**src/dma_realign_pkg.sv**
```systemverilog
// Shared widths, word lane types and port structs for the DMA write realigner.
// Import into any block that needs a qword, a strobe or a transfer command.

`default_nettype none

package dma_realign_pkg;

    localparam int WORD_BITS       = 16; // one word lane
    localparam int WORDS_PER_QWORD = 4;  // lanes per output qword
    localparam int WCNT_BITS       = 12; // transfer word counter

    typedef logic [WORD_BITS-1:0]       word_t;
    typedef logic [2*WORD_BITS-1:0]     dword_t;   // host side input
    typedef word_t [WORDS_PER_QWORD-1:0] qword_t;  // lane 0 in low bits
    typedef logic [WORDS_PER_QWORD-1:0] wstb_t;    // bit n marks lane n
    typedef logic [1:0]                 word_ptr_t; // lane index
    typedef logic [WCNT_BITS-1:0]       wcnt_t;

    // transfer command with 0-based wcnt (0 means one word)
    typedef struct packed {
        logic      start;
        wcnt_t     wcnt;
        word_ptr_t woffs; // first lane used in the first qword
    } xfer_cmd_t;

    // realigner to output stage
    typedef struct packed {
        logic   valid;
        qword_t data;
        wstb_t  wstb;
        logic   last;  // final beat of the transfer
    } qword_beat_t;

    // registered output towards the qword sink
    typedef struct packed {
        logic   we;
        qword_t data;
        wstb_t  wstb;
    } out_beat_t;

endpackage

`default_nettype wire

```
**src/dword_buffer.sv**
```systemverilog
// Input dword FIFO of the realigner. Dwords go alternately to a low and a
// high bank, a complete pair is offered as one qword at the head. Each pop
// frees two dword slots and returns two credits to the source.

`timescale 1ns/100ps
`default_nettype none

module dword_buffer #(
    parameter int BUF_DWORDS = 16
) (
    input  logic                    hclk,
    input  logic                    reset,
    input  logic                    init,
    input  dma_realign_pkg::dword_t din,
    input  logic                    din_valid,
    input  logic                    pop,
    output dma_realign_pkg::qword_t head,
    output logic                    head_valid,
    output logic                    din_credit
);
    import dma_realign_pkg::*;

    localparam int PAIRS = BUF_DWORDS / 2;
    localparam int ABITS = $clog2(PAIRS);

    dword_t           bank_lo [PAIRS]; // even dwords, low half of qword
    dword_t           bank_hi [PAIRS]; // odd dwords
    logic [ABITS+1:0] waddr;           // [0] bank select, top bit is wrap
    logic [ABITS:0]   raddr;           // pair pointer plus wrap
    logic [ABITS-1:0] wslot;
    logic [ABITS-1:0] rslot;

    assign wslot = waddr[ABITS:1];
    assign rslot = raddr[ABITS-1:0];

    // pair is complete once the write side has moved past it
    assign head_valid = (waddr[ABITS+1:1] != raddr);
    assign head       = {bank_hi[rslot], bank_lo[rslot]};

    always_ff @(posedge hclk) begin
        if (reset || init) begin
            waddr <= '0;
        end else if (din_valid) begin
            waddr <= waddr + (ABITS+2)'(1); // next dword slot
        end
    end

    always_ff @(posedge hclk) begin
        if (din_valid && !waddr[0]) begin
            bank_lo[wslot] <= din;
        end
        if (din_valid && waddr[0]) begin
            bank_hi[wslot] <= din;
        end
    end

    always_ff @(posedge hclk) begin
        if (reset || init) begin
            raddr <= '0;
        end else if (pop) begin
            raddr <= raddr + (ABITS+1)'(1);
        end
    end

    // one pulse per freed pair is two credits upstream
    always_ff @(posedge hclk) begin
        if (reset || init) begin
            din_credit <= 1'b0;
        end else begin
            din_credit <= pop;
        end
    end

endmodule

`default_nettype wire

```
**src/word_realigner.sv**
```systemverilog
// Word realigner core. Reads qwords from the dword buffer head, keeps the top
// three words of the last popped qword as carry, and builds output qwords
// that start at the command's word offset. Leftover words stay in the carry
// window and open the next transfer.

`timescale 1ns/100ps
`default_nettype none

module word_realigner (
    input  logic                         hclk,
    input  logic                         reset,
    input  logic                         init,
    input  dma_realign_pkg::xfer_cmd_t   cmd,
    input  dma_realign_pkg::qword_t      head,
    input  logic                         head_valid,
    input  logic                         can_send,
    output logic                         pop,
    output dma_realign_pkg::qword_beat_t beat,
    output logic                         busy
);
    import dma_realign_pkg::*;

    word_t [2:0] carry;     // words 1..3 of last popped qword
    word_ptr_t   wp;        // window ptr 0..2 carry word or 3 head word 0
    word_ptr_t   lp;        // first output lane of next beat
    wcnt_t       wcntr;     // remaining words, 0-based
    logic        busy_r;

    word_t [6:0] win;       // carry in 0..2, head in 3..6
    word_ptr_t   wl;        // words left clipped so 3 means four or more
    logic [2:0]  room;      // free lanes from lp up
    logic [2:0]  avail;     // words left, clipped to 4
    logic [2:0]  nwords;    // words consumed by this beat
    logic [2:0]  endp;      // window position after this beat
    logic [2:0]  sel [WORDS_PER_QWORD]; // window index per lane
    wstb_t       stb;
    qword_t      data;
    logic        need_head; // beat reaches into the head qword
    word_ptr_t   nwp;
    logic        fire;
    logic        last;

    assign win = {head, carry};

    // per beat lookup on lane ptr, window ptr and clipped words left
    always_comb begin
        wl     = (wcntr > wcnt_t'(3)) ? 2'd3 : wcntr[1:0];
        room   = 3'd4 - {1'b0, lp};
        avail  = {1'b0, wl} + 3'd1;
        nwords = (avail < room) ? avail : room;
        endp   = {1'b0, wp} + nwords;   // at most 7
        need_head = endp[2];
        nwp    = endp[1:0];             // wraps into new carry past the head
        for (int n = 0; n < WORDS_PER_QWORD; n++) begin
            sel[n] = {1'b0, wp} + 3'(n) - {1'b0, lp};
            stb[n] = (3'(n) >= {1'b0, lp}) && (3'(n) < {1'b0, lp} + nwords);
            if (stb[n]) begin
                data[n] = win[sel[n]];
            end else begin
                data[n] = '0;           // unstrobed lane
            end
        end
    end

    assign last = (wcnt_t'(nwords) > wcntr); // consumed reaches remaining
    assign fire = busy_r && can_send && (head_valid || !need_head);
    assign pop  = fire && need_head;
    assign busy = busy_r;

    always_comb begin
        beat.valid = fire;
        beat.data  = data;
        beat.wstb  = stb;
        beat.last  = last;
    end

    always_ff @(posedge hclk) begin
        if (reset || init) begin
            busy_r <= 1'b0;
            wp     <= 2'd3;             // empty carry, start at head
            lp     <= '0;
            wcntr  <= '0;
        end else if (cmd.start && !busy_r) begin
            busy_r <= 1'b1;
            lp     <= cmd.woffs;
            wcntr  <= cmd.wcnt;
        end else if (fire) begin
            busy_r <= !last;
            wp     <= nwp;
            lp     <= '0;               // later beats start at lane 0
            wcntr  <= wcntr - wcnt_t'(nwords);
        end
    end

    // keep the unread tail of the popped head
    always_ff @(posedge hclk) begin
        if (pop) begin
            carry <= head[3:1];
        end
    end

endmodule

`default_nettype wire

```
**src/qword_output.sv**
```systemverilog
// Output stage. Holds the downstream credit count that gates the realigner
// and registers each beat onto the output bus, with done on the last beat.

`timescale 1ns/100ps
`default_nettype none

module qword_output #(
    parameter int OUT_CREDITS = 4
) (
    input  logic                         hclk,
    input  logic                         reset,
    input  dma_realign_pkg::qword_beat_t beat,
    input  logic                         out_credit,
    output logic                         can_send,
    output dma_realign_pkg::out_beat_t   out,
    output logic                         done
);
    import dma_realign_pkg::*;

    localparam int CBITS = $clog2(OUT_CREDITS + 1);

    logic [CBITS-1:0] credits;  // free qword slots downstream
    logic             we_r;
    qword_t           data_r;
    wstb_t            wstb_r;

    assign can_send = (credits != '0);

    always_ff @(posedge hclk) begin
        if (reset) begin
            credits <= CBITS'(OUT_CREDITS);
        end else if (beat.valid && !out_credit) begin
            credits <= credits - CBITS'(1);
        end else if (out_credit && !beat.valid) begin
            credits <= credits + CBITS'(1);
        end
    end

    always_ff @(posedge hclk) begin
        if (reset) begin
            we_r <= 1'b0;
            done <= 1'b0;
        end else begin
            we_r <= beat.valid;
            done <= beat.valid && beat.last; // same cycle as the last we
        end
    end

    always_ff @(posedge hclk) begin
        if (beat.valid) begin
            data_r <= beat.data;
            wstb_r <= beat.wstb;
        end
    end

    assign out = '{we: we_r, data: data_r, wstb: wstb_r};

endmodule

`default_nettype wire

```
**src/dma_wr_realign.sv**
```systemverilog
// Top level of the single clock DMA write realigner. Dword buffer feeds the
// word realigner, which feeds the credit gated qword output stage.

`timescale 1ns/100ps
`default_nettype none

module dma_wr_realign #(
    parameter int BUF_DWORDS  = 16,  // input credits after reset or init
    parameter int OUT_CREDITS = 4    // downstream qword slots
) (
    input  logic                       hclk,
    input  logic                       reset,
    input  logic                       init,
    input  dma_realign_pkg::xfer_cmd_t cmd,
    input  dma_realign_pkg::dword_t    din,
    input  logic                       din_valid,
    output logic                       din_credit,
    input  logic                       out_credit,
    output dma_realign_pkg::out_beat_t out,
    output logic                       done,
    output logic                       busy
);
    import dma_realign_pkg::*;

    qword_t      head;
    logic        head_valid;
    logic        pop;
    qword_beat_t beat;
    logic        can_send;

    dword_buffer #(
        .BUF_DWORDS (BUF_DWORDS)
    ) i_dword_buffer (
        .hclk       (hclk),
        .reset      (reset),
        .init       (init),
        .din        (din),
        .din_valid  (din_valid),
        .pop        (pop),
        .head       (head),
        .head_valid (head_valid),
        .din_credit (din_credit)
    );

    word_realigner i_word_realigner (
        .hclk       (hclk),
        .reset      (reset),
        .init       (init),
        .cmd        (cmd),
        .head       (head),
        .head_valid (head_valid),
        .can_send   (can_send),
        .pop        (pop),
        .beat       (beat),
        .busy       (busy)
    );

    qword_output #(
        .OUT_CREDITS (OUT_CREDITS)
    ) i_qword_output (
        .hclk       (hclk),
        .reset      (reset),
        .beat       (beat),
        .out_credit (out_credit),
        .can_send   (can_send),
        .out        (out),
        .done       (done)
    );

endmodule

`default_nettype wire

```
**config.mk**
```make
export PLATFORM = sky130hd
export DESIGN_NAME = dma_wr_realign
export DESIGN_NICKNAME = d
export VERILOG_FILES = /design/src/dma_realign_pkg.sv /design/src/dword_buffer.sv /design/src/word_realigner.sv /design/src/qword_output.sv /design/src/dma_wr_realign.sv
export SDC_FILE = /design/constraint.sdc
export NUM_CORES = 1
export LEC_CHECK = 0
export BUFFER_PORTS_ARGS = -buffer_cell sky130_fd_sc_hd__buf_2
export CORE_ASPECT_RATIO = 1.75
export CORE_MARGIN = 2
export CORE_UTILIZATION = 66
export DETAILED_ROUTE_END_ITERATION = 12
export PLACE_DENSITY = 0.84
export SLEW_MARGIN = 20
export SYNTH_ARGS = -nofsm -noshare
export SYNTH_HDL_FRONTEND = slang
export SYNTH_SLANG_ARGS = --single-unit
```
**constraint.sdc**
```tcl
create_clock -name hclk -period 12.9 [get_ports hclk]
set_input_delay 1.29 -clock hclk [delete_from_list [all_inputs] [get_ports hclk]]
set_output_delay 1.29 -clock hclk [all_outputs]
set_load 0.005 [all_outputs]
```
==> impl_metrics.env <==
export IMPL_status="complete, no violations"
export IMPL_gp_congestion=0.9117
export IMPL_clk_latency_ns=0.62
export IMPL_clk_pin_slew_ns=0.07
export IMPL_worstHoldPathType="flip-flop to flip-flop"
export IMPL_vias=18098
export IMPL_ys_ff_latch=663
export IMPL_port_buffers=123
export IMPL_synthCells=1906
export IMPL_via_per_inst=6.923
export IMPL_grt_first_pass_wirelength_mm=109.3
export IMPL_cts_sinks=663
export IMPL_critPathMaxFanout=78
export IMPL_pin_count=124
export IMPL_place_area_um2=29950
export IMPL_die_area_um2=45510
export IMPL_fp_dieW_um=162.1
export IMPL_syn_area_per_cell_um2=15.15
export IMPL_fin_area_um2=31810
export IMPL_clock_fmax_ghz=0.1695
export IMPL_gr_total_overflow=0
export IMPL_initial_core_util_pct=66.63
export IMPL_cts_buffers=55
export IMPL_arrival_ns=6.42
export IMPL_worst_pin_slew_ns=1.246
export IMPL_seq_area_frac_synth_pct=67.73
export IMPL_max_slew_margin_pct=16.84
export IMPL_detail_route_antenna_nets=0
export IMPL_syn_cell_area_um2=28880
export IMPL_cts_root_buf="clkbuf_16"
export IMPL_place_inst=2506
export IMPL_coreArea_um2=43350
export IMPL_rows=101
export IMPL_final_max_slew_viol_count=0
export IMPL_wl_per_cell_um=28.28
export IMPL_criticalPathCategory="flip-flop to flip-flop"
export IMPL_synth_edf_count=628
export IMPL_nets=2076
export IMPL_antenna_found_initial=4
export IMPL_synth_top_flop_cell="edfxtp_1"
export IMPL_power_density_nw_per_um2=153.3
export IMPL_post_route_period_util_pct=45.73
export IMPL_finClkSkew_ns=0.02207
export IMPL_cp_required_ns=13.42
export IMPL_leakage_nw=10.24
export IMPL_drt_iter0_markers=2037
export IMPL_grt_pass1_vias=18277
export IMPL_yosysWarnings=0
export IMPL_grt_start_max_net_pins=139
export IMPL_die_y_um=280.7
export IMPL_ctsHoldBuffers=0
export IMPL_routed_wl_mm=73.92
export IMPL_cts_tree="built"
export IMPL_htreeDepth=2
export IMPL_fill_cells=2622
export IMPL_syn_num_nets=1985
export IMPL_fin_setup_tns_ns=0
export IMPL_track_usage_pct=32.49
export IMPL_fin_util_pct=73.39
export IMPL_rsz0062_at_grt="false"
export IMPL_post_route_min_period_ns=5.899
export IMPL_dr_pass1_iters=8
export IMPL_cts_buffer_depth=3
export IMPL_setup_viol=0
export IMPL_ir_drop_mv=0.1241
export IMPL_drive_gt1_share_pct=16.88
export IMPL_synthDistinctLibCells=68
export IMPL_post_route_drc_count=0
export IMPL_fin_cells=2614
export IMPL_cts_setup_buffers=0
export IMPL_detailedPlacementHpwl_mm=42.87
export IMPL_cts_resized_gates=0
export IMPL_synthArstFlopShare_pct=0
export IMPL_area_delta_synth_final_pct=10.15
export IMPL_hold_viol=0
export IMPL_end_kind="flip-flop"
export IMPL_maxCapViolations=0
export IMPL_worstSetupStartpointType="flip-flop"
cells by family after synthesis:
| logic type | Yosys count | synth area share [%] |
|---|---|---|
| DFF | 663 | 67.73 |
| AOI/OAI and AO/OA | 472 | 11.81 |
| and+or+nand+nor | 232 | 3.999 |
| buffers and inverters | 189 | 3.206 |
| xor gates and xnor gates | 20 | 0.6066 |
| muxes | 303 | 11.33 |
| adders and majority gates | 27 | 1.326 |
path summary, 6_finish.rpt:
check / from / cells past startpoint / to / slack [ns]
worst min-delay path: i_dword_buffer.raddr[3] / 2 / i_dword_buffer.raddr[3] / 0.51
worst max register to register: i_word_realigner.wcntr[4] / 18 / i_word_realigner.wcntr[0] / 7.00
worst max-delay path: i_word_realigner.wcntr[4] / 18 / i_word_realigner.wcntr[0] / 7.00
worst min register to register: i_dword_buffer.raddr[3] / 2 / i_dword_buffer.raddr[3] / 0.51
area by class of cell:
| type | instances | area [µm²] | area share (%) |
|---|---|---|---|
| clock buffer | 64 | 1431 | 4.500 |
| tap | 566 | 708.2 | 2.226 |
| inverter | 65 | 245.2 | 0.7709 |
| sequential | 663 | 19560 | 61.50 |
| multi-input combinational | 1054 | 8541 | 26.85 |
| clock inverter | 40 | 421.7 | 1.326 |
| timing repair buffer | 158 | 890.9 | 2.801 |
| antenna | 4 | 10.01 | 0.03147 |
critical path: stages, from the launching register on:
cell      delay [ns]
dfxtp_1         0.39
nor4_4          0.48
nand3b_2        0.23
or4_4           0.50
ha_1            0.34
ha_1            0.32
o21a_1          0.17
nor2_1          0.21
nor2_1          0.07
a21oi_1         0.30
ha_1            0.21
inv_1           0.05
fa_1            0.46
xor2_1          0.34
o21ai_2         0.23
inv_2           0.10
buf_4           0.79
mux2_2          0.43
o21ai_0         0.14
per-layer routing:
layer	wire length (µm)	vias to the layer above	GRT usage (%)
met5	13	-	0
li1	-	7720	-
met2	36880	1238	55.11
met4	4257	2	18.88
met3	6896	312	5.180
met1	25870	8826	39.55
stage by stage:
| stage | hold WS, ns | worst slack [ns] | total power [mW] |
|---|---|---|---|
| floorplan | 0.4692 | 6.694 | 2.952 |
| global placement | 0.4893 | 7.319 | 3.164 |
| detailed placement | 0.5024 | 7.087 | 3.190 |
| CTS | 0.5131 | 7.068 | 4.870 |
| global route | 0.5287 | 6.669 | 5.018 |
| finish | 0.5116 | 7.001 | 4.875 |
registers in the layout, indices dropped and copies added, names as in the netlist, 2 cells and up, named ones only:
signal                  cells
i_dword_buffer.raddr        4
i_dword_buffer.bank_hi    256
i_word_realigner.wcntr     12
i_qword_output.out         64
i_dword_buffer.waddr        5
i_dword_buffer.bank_lo    256
i_qword_output.credits      3
i_word_realigner.lp         2
i_word_realigner.wp         2
i_qword_output.wstb_r       4
i_word_realigner.carry     48
power breakdown:
group	switching (mW)	internal, mW	total [mW]
Clock	0.765	0.944	1.71
Sequential	0.0214	2.43	2.46
Combinational	0.449	0.262	0.711
Total	1.23	3.64	4.88
cell usage in the layout, fill, tap and decap left out, types with 34 or more instances in the layout:
cell and count:
dfxtp_1 34, buf_4 34, edfxtp_1 628, clkbuf_16 56, buf_2 123, nor2_1 47, inv_1 63, nand2_1 59
a21oi_1 124, mux2i_1 260, a22oi_1 82, o21ai_0 44
cell usage after synthesis, drive strengths merged (9+ instances only):
cell type	instances	area, µm²
nor3	33	165.2
a31oi	18	127.6
mux2	27	307.8
nor2	61	229.0
a221oi	15	225.2
buf	61	445.4
nor2b	25	156.4
mux2i	260	2603
o21a	10	75.07
nand3b	15	116.4
o22ai	19	118.9
mux4	16	360.4
nand2	59	221.5
nand2b	9	56.30
o22a	32	280.3
inv	65	244.0
o21ai	47	239.0
clkbuf	63	236.5
a22o	17	148.9
xor2	11	96.34
o221ai	32	280.3
ha	21	262.8
a21oi	124	620.6
dfxtp	35	700.7
xnor2	9	78.83
nand3	11	55.05
a211oi	16	120.1
a22oi	82	615.6
edfxtp	628	18860
(Power assumes the default switching activity.)
